### config.mk
export PLATFORM = sky130hd
export DESIGN_NAME = tlb_lookup
export DESIGN_NICKNAME = d
export VERILOG_FILES = /design/src/verilog/dcache_pkg.sv /design/src/verilog/tlb_lookup.sv
export SDC_FILE = /design/constraint.sdc
export NUM_CORES = 1
export LEC_CHECK = 0
export BUFFER_PORTS_ARGS = -buffer_cell sky130_fd_sc_hd__buf_4
export CORE_AREA = 10 10 250 252
export CTS_CLUSTER_SIZE = 24
export DETAILED_ROUTE_END_ITERATION = 12
export DIE_AREA = 0 0 260 262
export PLACE_DENSITY_LB_ADDON = 0.12
export SLEW_MARGIN = 30
export SYNTH_ARGS = -nofsm -noshare
export SYNTH_HDL_FRONTEND = slang
export SYNTH_SLANG_ARGS = --single-unit
export TNS_END_PERCENT = 30
### constraint.sdc
create_clock -name clk -period 0.8 [get_ports clk]
set_input_delay 0 -clock clk [delete_from_list [all_inputs] [get_ports clk]]
set_output_delay 0 -clock clk [all_outputs]
set_load 0.005 [all_outputs]
### src/verilog/dcache_pkg.sv
`default_nettype none

package dcache_pkg;

   // Address and size constants
   localparam int VADDR_W     = 32;
   localparam int PADDR_W     = 15;
   localparam int PAGE_OFS_W  = 12;
   localparam int FRAME_W     = PADDR_W - PAGE_OFS_W;
   localparam int TLB_ENTRIES = 8;
   localparam int TLB_IDX_W   = $clog2(TLB_ENTRIES);
   localparam int VPN_W       = 20;
   localparam int LINE_W      = 128;
   localparam int BANK_BIT    = 4;
   localparam int INDEX_W     = 4;
   localparam int INDEX_LSB   = BANK_BIT + 1;
   localparam int TAG_W       = 6;
   localparam int TAG_LSB     = INDEX_LSB + INDEX_W;
   localparam int BANK_LINES  = 1 << INDEX_W;
   localparam int PTCID_W     = 7;
   localparam int AQ_DEPTH    = 4;
   localparam int AQ_PTR_W    = $clog2(AQ_DEPTH);

   typedef enum logic {
      OP_READ  = 1'b0,
      OP_WRITE = 1'b1
   } aq_op_e;

   typedef enum logic [1:0] {
      TLB_HIT  = 2'd0,
      TLB_MISS = 2'd1,
      TLB_PROT = 2'd2
   } tlb_status_e;

   // One translated request as held in an access queue
   typedef struct packed {
      aq_op_e               op;
      logic [PADDR_W-1:0]   paddr;
      logic [LINE_W-1:0]    data;
      logic [PTCID_W-1:0]   ptcid;
   } req_t;

endpackage

`default_nettype wire
### src/verilog/tlb_lookup.sv
`timescale 1ns/1ns
`default_nettype none

module tlb_lookup import dcache_pkg::*; (
   input  wire logic                         clk,
   input  wire logic                         arst_n_i,
   input  wire logic                         valid_i,
   input  aq_op_e                            op_i,
   input  wire logic [VADDR_W-1:0]           vaddr_i,
   input  wire logic [LINE_W-1:0]            data_i,
   input  wire logic [PTCID_W-1:0]           ptcid_i,
   input  wire logic [TLB_ENTRIES*VPN_W-1:0] vp_i,
   input  wire logic [TLB_ENTRIES*VPN_W-1:0] pf_i,
   input  wire logic [TLB_ENTRIES-1:0]       entry_v_i,
   input  wire logic [TLB_ENTRIES-1:0]       entry_p_i,
   input  wire logic [TLB_ENTRIES-1:0]       entry_rw_i,
   output tlb_status_e                       status_o,
   output logic                              status_valid_o,
   output logic                              enq_o,
   output req_t                              req_o
);

   logic                 found;
   logic [TLB_IDX_W-1:0] hit_idx;
   logic                 prot;
   tlb_status_e          status_nxt;
   logic [PADDR_W-1:0]   paddr;

   // Lowest matching entry wins
   always_comb begin
      found   = 1'b0;
      hit_idx = '0;
      for (int i = 0; i < TLB_ENTRIES; i++) begin
         if (!found && entry_v_i[i] &&
             vp_i[i*VPN_W +: VPN_W] == vaddr_i[VADDR_W-1 -: VPN_W]) begin
            found   = 1'b1;
            hit_idx = TLB_IDX_W'(i);
         end
      end
   end

   assign prot = !entry_p_i[hit_idx] || (op_i == OP_WRITE && !entry_rw_i[hit_idx]);

   assign status_nxt = !found ? TLB_MISS : (prot ? TLB_PROT : TLB_HIT);

   assign paddr = {pf_i[hit_idx*VPN_W +: FRAME_W], vaddr_i[PAGE_OFS_W-1:0]};

   always_ff @(posedge clk or negedge arst_n_i) begin
      if (!arst_n_i) begin
         status_valid_o <= 1'b0;
         status_o       <= TLB_HIT;
         enq_o          <= 1'b0;
      end else begin
         status_valid_o <= valid_i;
         status_o       <= status_nxt;
         enq_o          <= valid_i && status_nxt == TLB_HIT;
      end
   end

   always_ff @(posedge clk) begin
      if (valid_i) begin
         req_o <= '{op: op_i, paddr: paddr, data: data_i, ptcid: ptcid_i};
      end
   end

endmodule

`default_nettype wire

[Yosys cells after proc, flatten, opt, wreduce, memory -nomap -nowiden]
Cells that the tools add are included.
Word-level totals
  flip-flop bits (word level): 155
  bits of input ports: 515
  output and inout port bits: 155
  logic and storage cells: 67
Cells by class
  multipliers: 1
  magnitude comparators: 1
  equality and inequality tests: 8
  shift-type cells: 1
  muxes and demuxes: 21
  reduce and logical (&&, ||, !) cells: 28
Operator list (number)
  20-bit equality test: 8
  160-bit by 9-bit indexed part select with 3-bit output: 1
  1-bit logical AND: 17
  3-bit 2-to-1 mux: 5
  1-bit 2-to-1 mux: 11
  1-bit logical NOT: 9
  1-bit binary-select mux with 3-bit select: 2
  3-bit by 3-bit multiplier with 6-bit output (second input constant): 1
  2-bit 2-to-1 mux: 3
  3-bit by 4-bit less-than comparator with 1-bit output (second input constant): 1
  2-bit logical NOT: 1
  1-bit logical OR: 1

[Longest topological paths before layout]
Gate-level depths: netlist (run 1).
  word-level depth: 40
  depth in mapped cells: 13
  depth with buffers taken out: 10

[Worst setup path after synthesis (run 1)]
OpenSTA, ideal clock, no wires.
  path type: input port to flip-flop
  from: input port vaddr_i[30]
  to: register status_o[1]
  library setup time: 0.084 ns
  arrival: 2.886 ns
  data required time: 0.716 ns
  path slack: -2.169 ns
  cell stages on the path: 12
  path through: clkbuf_1 xnor2_1 nand4_1 or4_1 or2_2 nand2_1 a21oi_1 or2_2 buf_1 mux2_1 or4b_1 a41oi_2
On the way
  word-level cells in the longest chain between the ends: 38
  elaborated cells on any way between the ends: 55
  those cells by class: eq/ne (8); mux (21); reduce/logical (26)
Ends and longest elaborated chain
  from (decl): RTL line tlb_lookup.sv:9  | input wire logic [VADDR_W-1:0] vaddr_i,
  20-bit equality test: RTL line tlb_lookup.sv:35  | vp_i[i*VPN_W +: VPN_W] == vaddr_i[VADDR_W-1 -: VPN_W]) begin
  1-bit logical AND: RTL line tlb_lookup.sv:34  | if (!found && entry_v_i[i] &&
  1-bit 2-to-1 mux: RTL line tlb_lookup.sv:34
  1-bit logical NOT: RTL line tlb_lookup.sv:34
  1-bit logical AND (2 in series): RTL line tlb_lookup.sv:34
  1-bit 2-to-1 mux: RTL line tlb_lookup.sv:34
  1-bit logical NOT: RTL line tlb_lookup.sv:34
  1-bit logical AND (2 in series): RTL line tlb_lookup.sv:34
  [... 21 more ...]
  1-bit binary-select mux with 3-bit select: RTL line tlb_lookup.sv:42  | assign prot = !entry_p_i[hit_idx] || (op_i == OP_WRITE && !entry_rw_i[hit_idx]);
  1-bit 2-to-1 mux (not written as such): RTL line tlb_lookup.sv:42
  1-bit logical NOT: RTL line tlb_lookup.sv:42
  1-bit logical AND: RTL line tlb_lookup.sv:42
  1-bit logical OR: RTL line tlb_lookup.sv:42
  2-bit 2-to-1 mux: RTL line tlb_lookup.sv:44  | assign status_nxt = !found ? TLB_MISS : (prot ? TLB_PROT : TLB_HIT);
  2-bit 2-to-1 mux *: RTL line tlb_lookup.sv:44
  net status_nxt[1]: RTL line tlb_lookup.sv:26  | tlb_status_e status_nxt;
  to (signal assigned): RTL line tlb_lookup.sv:55  | status_o <= status_nxt;
  to (decl): RTL line tlb_lookup.sv:17  | output tlb_status_e status_o,
Mark *: on every way through the listed nets, which the timed path passes. The rest lies on a longest branch. The select of a mux whose other input is x is not followed.
A chain may end at the register's enable or synchronous reset.

[Final worst setup path (run 1)]
  from: input port vp_i[159]
  to: register status_o[1]
On the way
  word-level cells in the longest chain between the ends: 10
  elaborated cells on any way between the ends: 14
  those cells by class: eq/ne (1); mux (8); reduce/logical (5)
Ends and longest elaborated chain
  from (decl): RTL line tlb_lookup.sv:12  | input wire logic [TLB_ENTRIES*VPN_W-1:0] vp_i,
  20-bit equality test *: RTL line tlb_lookup.sv:35
  1-bit logical AND *: RTL line tlb_lookup.sv:34
  3-bit 2-to-1 mux: RTL line tlb_lookup.sv:34
  1-bit binary-select mux with 3-bit select: RTL line tlb_lookup.sv:42
  1-bit 2-to-1 mux (not written as such): RTL line tlb_lookup.sv:42
  1-bit logical NOT: RTL line tlb_lookup.sv:42
  1-bit logical AND: RTL line tlb_lookup.sv:42
  1-bit logical OR: RTL line tlb_lookup.sv:42
  2-bit 2-to-1 mux: RTL line tlb_lookup.sv:44
  2-bit 2-to-1 mux *: RTL line tlb_lookup.sv:44
  net status_nxt[1]: RTL line tlb_lookup.sv:26
Marks and branches as above.

==> results.yml, run 1 <==
run_status:
  status: "complete, but fails checks"
  violations: "negative setup slack"
clock_tree:
  clockRootBuffer: "clkbuf_16"
  cts_buffer_depth: 2
  cts_sinks: 155
  ctsHtreeMaxLevel: 4
  cts.reportedPaths.clkPinSlew_ns: 0.07
  cts_tree: "yes"
  cts_made_buffers: 17
route:
  detail_route.first_pass.iterations: 4
  drtIter0Drc: 227
  wirelength_mm: 49.03
  viasPerCell: 3.629
  ant_nets: 0
  vias: 7795
  post-route-drc-count: 0
  wl_per_cell_um: 22.83
floorplanning:
  ios: 670
  dieWidth_um: 260
  start_util_pct: 13.13
  dieArea_sq_um: 68120
  die_y_um: 262
  rows: 88
  core_sq_um: 57370
global_route:
  first_global_vias: 8852
  gr-total-overflow: 0
  grt_usage_pct: 13.86
  grt_max_degree: 32
  grt_pass1_wl_mm: 66.38
  antenna_found_initial: 24
sta:
  report.final.slew_viol_count: 0
  rsz0062_at_grt: "true"
  finalHoldViolations: 0
  tightest_slew_ns: 0.4146
  relSlewSlack_pct: 72.10
  layout_min_cycle_time_ns: 2.469
  fmaxAchievable_ghz: 0.4050
  timing.hold.ws_ns: 0.02962
  setup_viol: 161
  min_period_over_period_pct: 308.6
  fin_ws_ns: -1.669
final_layout:
  stdcell_count: 2148
  fillers: 6004
  final_nets: 1879
  drive_above_1_share_pct: 54.83
  final_area_sq_um: 16370
  area_growth_pct: 117.3
critical_path:
  cp.arrival_ns: 2.82
  cp_cell_sequence: "buf_6, xor2_1, or4_1, or4_4, or2_4, and2_4, a21o_4, mux2i_1, mux2_4, or4b_4, a41oi_2"
  crit_path_top_delay_cell: "or4_1"
  cp_max_fo: 3
  worstSetupStartpointType: "input port"
  required_ns: 1.15
  crit_path_end_kind: "flop"
  worstSetupPathType: "input port to flop"
  crit_start: "vp_i[159]"
  max_stage_delay_ns: 0.51
pwr:
  p_switching_w: 0.006197
  p_int_w: 0.01842
  combPwrFrac_pct: 24.9
  ir_worst_vdd_mv: 1.366
  seq_power_share_pct: 40.0
  power_leakage_nw: 6.918
  swShare_pct: 25.17
  powerDensity_nw_per_um2: 1504
  power_frac_clock_pct: 35.1
yosys:
  synthesis.nets: 1058
  synthFlopType: "edfxtp_1"
  synth_common_cells: "151 x edfxtp_1, 103 x xnor2_1, 57 x xor2_1"
  ys_warn_count: 0
  ys_top_cells_by_area: "edfxtp_1 60%, xnor2_1 12%, xor2_1 6.6%"
  synth.most_common_cell: "edfxtp_1"
  synth_enable_flop_cells: 151
  synthCells: 543
  syn_area_per_cell_sq_um: 13.87
  ys_types: 45
  synth_top_cell_area_share_pct: 60.22
  synth_top_cell_by_area: "edfxtp_1"
  synthesis.area_sq_um: 7530
  async_reset_ff_share_pct: 2.581
  ys_ff_latch: 155
  synth.yosys.seq_area_share_pct: 61.55
min_path:
  hp-start: "pf_i[102]"
  holdPathEnd: "req_o[149]"
  hold_depth: 4
  min_path_type: "input port to flop"
placement:
  dp.final_hpwl_mm: 43.09
  numPortBuffers: 533
  post_dp_cell_area_sq_um: 13480
  place_congestion: 0.8588
  place_inst: 1952
run:
  max_cap_viol_count: 0
cell families (layout without fill, tap and decap cells):
kind of cell | count (synthesis) | count (layout) | share of synthesized area (%)
flops | 155 | 155 | 61.55
other cells | 0 | 6 | 0
mux | 27 | 27 | 3.689
simple gates | 154 | 154 | 12.43
compound gates | 22 | 22 | 2.111
xor+xnor | 160 | 160 | 18.61
buf+inv | 25 | 859 | 1.612
power by group through the flow:
stage | Sequential [W] | Combinational (W) | Clock, W
global placement | 0.00995 | 0.00528 | 0
detailed placement | 0.00996 | 0.00526 | 0
finish | 0.00986 | 0.00612 | 0.00864
global route | 0.00991 | 0.00655 | 0.00937
floorplan | 0.0100 | 0.00120 | 0
CTS | 0.00981 | 0.00611 | 0.00903
timing repair:
item,in CTS,in global routing
pin swaps,19,4
cloned,1,0
hold buffers,151,0
buffers inserted,5,2
endpoints found under the hold margin,155,0
endpoints found under the setup margin,161,161
resized for setup,98,63
cell type report:
| type | instances | area (sq um) | area share [%] |
|---|---|---|---|
| Tap cell | 765 | 957.2 | 5.849 |
| Multi-Input combinational cell | 363 | 2987 | 18.25 |
| Antenna cell | 6 | 15.01 | 0.09174 |
| Clock buffer | 17 | 425.4 | 2.599 |
| Timing Repair Buffer | 826 | 7136 | 43.60 |
| Clock inverter | 15 | 207.7 | 1.269 |
| Sequential cell | 155 | 4634 | 28.32 |
| Inverter | 1 | 3.754 | 0.02294 |
sequential cells by signal, indices dropped and copies added (netlist names):
name / cells
enq_o: 1
req_o: 151
status_o: 2
status_valid_o: 1
through the flow:
step | util, % | setup TNS (ns) | setup slack (ns) | power (W)
final | 28.53 | -31.18 | -1.669 | 0.02462
after global routing | 28.51 | -39.64 | -1.714 | 0.02584
after CTS | 28.05 | -36.83 | -1.645 | 0.02495
after detailed placement | 23.49 | -13.17 | -2.287 | 0.01521
after global placement | 23.49 | -13.33 | -2.252 | 0.01522
after floorplan | - | -10.49 | -1.988 | 0.01123
layer usage:
metal	track usage, %	part of all wire [%]	vias up
li1	-	-	3692
met1	13.57	35	3604
met2	25.26	51	409
met3	7.904	13	56
met4	2.469	1.2	34
met5	0	0.39	-
worst max path at each step:
stage	cells past startpoint	slack (ns)	endpoint
2_1_floorplan	12	-1.99	status_o[1]
3_3_place_gp	11	-2.25	req_o[149]
3_5_place_dp	11	-2.29	status_o[1]
4_1_cts	11	-1.65	status_o[1]
5_1_grt	13	-1.71	status_o[1]
6_report	11	-1.67	status_o[1]
layout by cell type, fill, tap and decap left out, types with 2 or more instances in the layout:
cell           netlist  layout
a21oi_2              0       4
and3_1               5       5
buf_12               0       9
buf_4                0     552
buf_6                3     113
bufinv_16            0       3
clkbuf_16            0      17
clkinv_4             0       2
clkinv_8             0       2
dfrtp_1              4       4
diode_2              0       6
dlygate4sd3_1        0     151
edfxtp_1           151     151
inv_6                0       5
mux2_2               5       2
mux2_4               0       4
mux2i_1             21      19
nand2_1             13      12
nand2b_1             4       4
nand3_1             16      16
nand3b_1             4       4
nand4_1             40      40
nand4b_1             9       9
nor2_1               9       9
nor3_1               3       2
nor3b_1              6       6
nor4_1              27      22
nor4_2               0       5
nor4b_1              2       2
o21ai_1              0       3
or2_2                8       7
or2_4                0       2
or4_4                0       2
xnor2_1            103      98
xnor2_2              0       5
xor2_1              57      55
xor2_2               0       2
critical path, delay by kind of cell:
kind	cells	cell delay [ns]
AO/OA/AOI/OAI	2	0.35
XOR/XNOR	1	0.16
AND/OR/NAND/NOR	5	1.87
multiplexers	2	0.34
buffers and inverters	1	0.09
No activity file was read; power rests on OpenSTA's default activity.
==> run 2, diff against run 1 <==
Settings changed: ABC_AREA from default to 1.
==> run 2 against run 1 <==
The run ends with negative hold slack, negative setup slack left; worst setup slack gained 0.75 ns; final cell count grew 12%; clock power shrank 3.7%.
==> results.yml, run 2 <==
sta:
  tightest_slew_ns: 0.4519
  min_period_over_period_pct: 214.8
  relSlewSlack_pct: 69.66
  fin_ws_ns: -0.9188
  rsz0062_at_grt: "true"
  report.final.slew_viol_count: 0
  finalHoldViolations: 1
  fmaxAchievable_ghz: 0.5818
  timing.hold.ws_ns: -0.01791
  layout_min_cycle_time_ns: 1.719
  setup_viol: 161
final_layout:
  area_growth_pct: 112.5
  drive_above_1_share_pct: 44.66
  top_regs: "req_o (151), status_o (2)"
  fin_util_pct: 28.67
  final_common_cell: "buf_4"
  final_cell_mix: "477 x buf_4, 276 x nand2_1, 161 x dlygate4sd3_1, 151 x edfxtp_1, 134 x buf_6"
  final_area_sq_um: 16450
  largest_reg_flops: 151
  largest_register: "req_o"
  final_nets: 2141
route:
  wl_per_cell_um: 20.80
  detail_route.first_pass.iterations: 5
  viasPerCell: 3.610
  ant_nets: 0
  vias: 8694
  wirelength_mm: 50.09
  drtIter0Drc: 577
  post-route-drc-count: 0
floorplanning:
  ios: 670
  die_y_um: 262
  dieArea_sq_um: 68120
  core_sq_um: 57370
  dieWidth_um: 260
  rows: 88
  start_util_pct: 13.49
global_route:
  antenna_found_initial: 5
  grt_max_degree: 33
  first_global_vias: 9271
  gr-total-overflow: 0
  grt_usage_pct: 14.07
  grt_pass1_wl_mm: 68.10
clock_tree:
  ctsHtreeMaxLevel: 4
  cts_buffer_depth: 2
  cts_sinks: 155
  cts_made_buffers: 17
  cts_tree: "yes"
  clockRootBuffer: "clkbuf_16"
  cts.reportedPaths.clkPinSlew_ns: 0.07
pwr:
  powerDensity_nw_per_um2: 1467
  power_w: 0.02414
  ir_worst_vdd_mv: 1.421
  power_leakage_nw: 7.530
run_status:
  status: "complete, but fails checks"
  violations: "negative hold slack, negative setup slack"
critical_path:
  cp.arrival_ns: 2.06
  required_ns: 1.14
  cp_max_fo: 14
  crit_start: "vaddr_i[19]"
  worstSetupPathType: "input port to flop"
  crit_path_end_kind: "flop"
  worstSetupStartpointType: "input port"
placement:
  dp.final_hpwl_mm: 43.27
  post_dp_cell_area_sq_um: 13460
  place_congestion: 0.8502
  pre_cts_ws_ns: -1.651
  numPortBuffers: 533
yosys:
  synth_top_cell_area_share_pct: 58.57
  synth_top_cell_by_area: "edfxtp_1"
  syn_area_per_cell_sq_um: 9.304
  synth.most_common_cell: "nand2_1"
  synthCells: 832
  synth_common_cells: "278 x nand2_1, 151 x edfxtp_1, 113 x nor2_1"
  ys_types: 37
  synthFlopType: "edfxtp_1"
  ys_ff_latch: 155
  synthesis.area_sq_um: 7741
  async_reset_ff_share_pct: 2.581
  synth_enable_flop_cells: 151
  synth.yosys.seq_area_share_pct: 59.87
  synthesis.nets: 1347
  ys_top_cells_by_area: "edfxtp_1 59%, nand2_1 13%, nor2_1 5.5%"
  ys_warn_count: 0
run:
  max_cap_viol_count: 0
min_path:
  min_path_type: "input port to flop"
  hp-start: "pf_i[41]"
[run 2: cell count changes in the layout (fill, tap and decap cells not counted), sizes merged, moves of 43 or more]
cell and change:
nand2 +268, o21ai +47, nor2 +107, buf -43, xnor2 -76, xor2 -47
inv +92
[run 2: cells by family (layout without fill, tap and decap cells)]
| family | after synthesis | count (layout) | synth area share, % |
|---|---|---|---|
| AOI/OAI and AO/OA | 75 | 75 | 5.641 |
| xor gates and xnor gates | 37 | 37 | 4.186 |
| buffers and inverters | 113 | 920 | 6.643 |
| DFF | 155 | 155 | 59.87 |
| other | 0 | 4 | 0 |
| and+or+nand+nor | 452 | 452 | 23.66 |
[run 2: layout make-up]
| class | instances | area (sq um) |
|---|---|---|
| clock inverter | 15 | 176.4 |
| sequential | 155 | 4634 |
| fill | 6149 | 40920 |
| inverter | 94 | 401.6 |
| clock buffer | 17 | 425.4 |
| multi-input combinational | 564 | 2719 |
| timing repair buffer | 794 | 7124 |
| antenna | 4 | 10.01 |
| tap | 765 | 957.2 |
[run 2: layer usage]
layer  vias up  track usage (%)  part of all wire [%]
li1       4315                -                     -
met1      3961            16.36                    40
met2       391            24.51                    50
met3        25            5.046                   9.0
met4         2            2.842                  0.78
met5         -                0                 0.020
[run 2: through the flow]
step / cells / hold WS (ns) / setup TNS (ns)
6_report: 2408 / -0.01791 / -29.46
2_1_floorplan: 832 / -0.2956 / -5.190
3_5_place_dp: 2202 / -0.1982 / -9.017
4_1_cts: 2404 / -0.02712 / -37.00
5_1_grt: 2404 / 0.009380 / -37.77
3_3_place_gp: 2202 / -0.1976 / -9.105
[run 2: final timing paths]
path                                  end  slack [ns]  cells past startpoint
setup / recovery              status_o[1]       -0.92                     19
min in group asynchronous  status_valid_o        0.50                      3
hold / removal                 req_o[148]       -0.02                      5
max in group asynchronous           enq_o        0.12                      3
[run 2: timing repair]
item                                    in CTS  in global routing
hold buffers                               162                  0
endpoints found under the hold margin      160                  0
endpoints found under the setup margin     161                165
resized for setup                          109                 87
setup buffers                                8                  1
pin swaps                                    3                  8
[run 2: report_power, final]
group | switching [W] | leakage [nW] | internal (W)
sequential | 0.000262 | 1.53 | 0.00962
clock | 0.00362 | 0.299 | 0.00470
combinational | 0.00241 | 5.71 | 0.00352
[run 2: critical path, stage by stage]
cell and delay (ns):
buf_8 0.08, clkinvlp_4 0.16, buf_12 0.18, or2_1 0.20, nand3_1 0.08, nor2_1 0.05, nand3_2 0.09, nand2_4 0.06
nor2_4 0.15, nand4_4 0.12, o21ai_4 0.23, buf_6 0.19, nand2_1 0.06, nand2_1 0.05, nor2_1 0.04, nor2_1 0.10
nand2_1 0.09, nand2_1 0.07, nor2_1 0.04
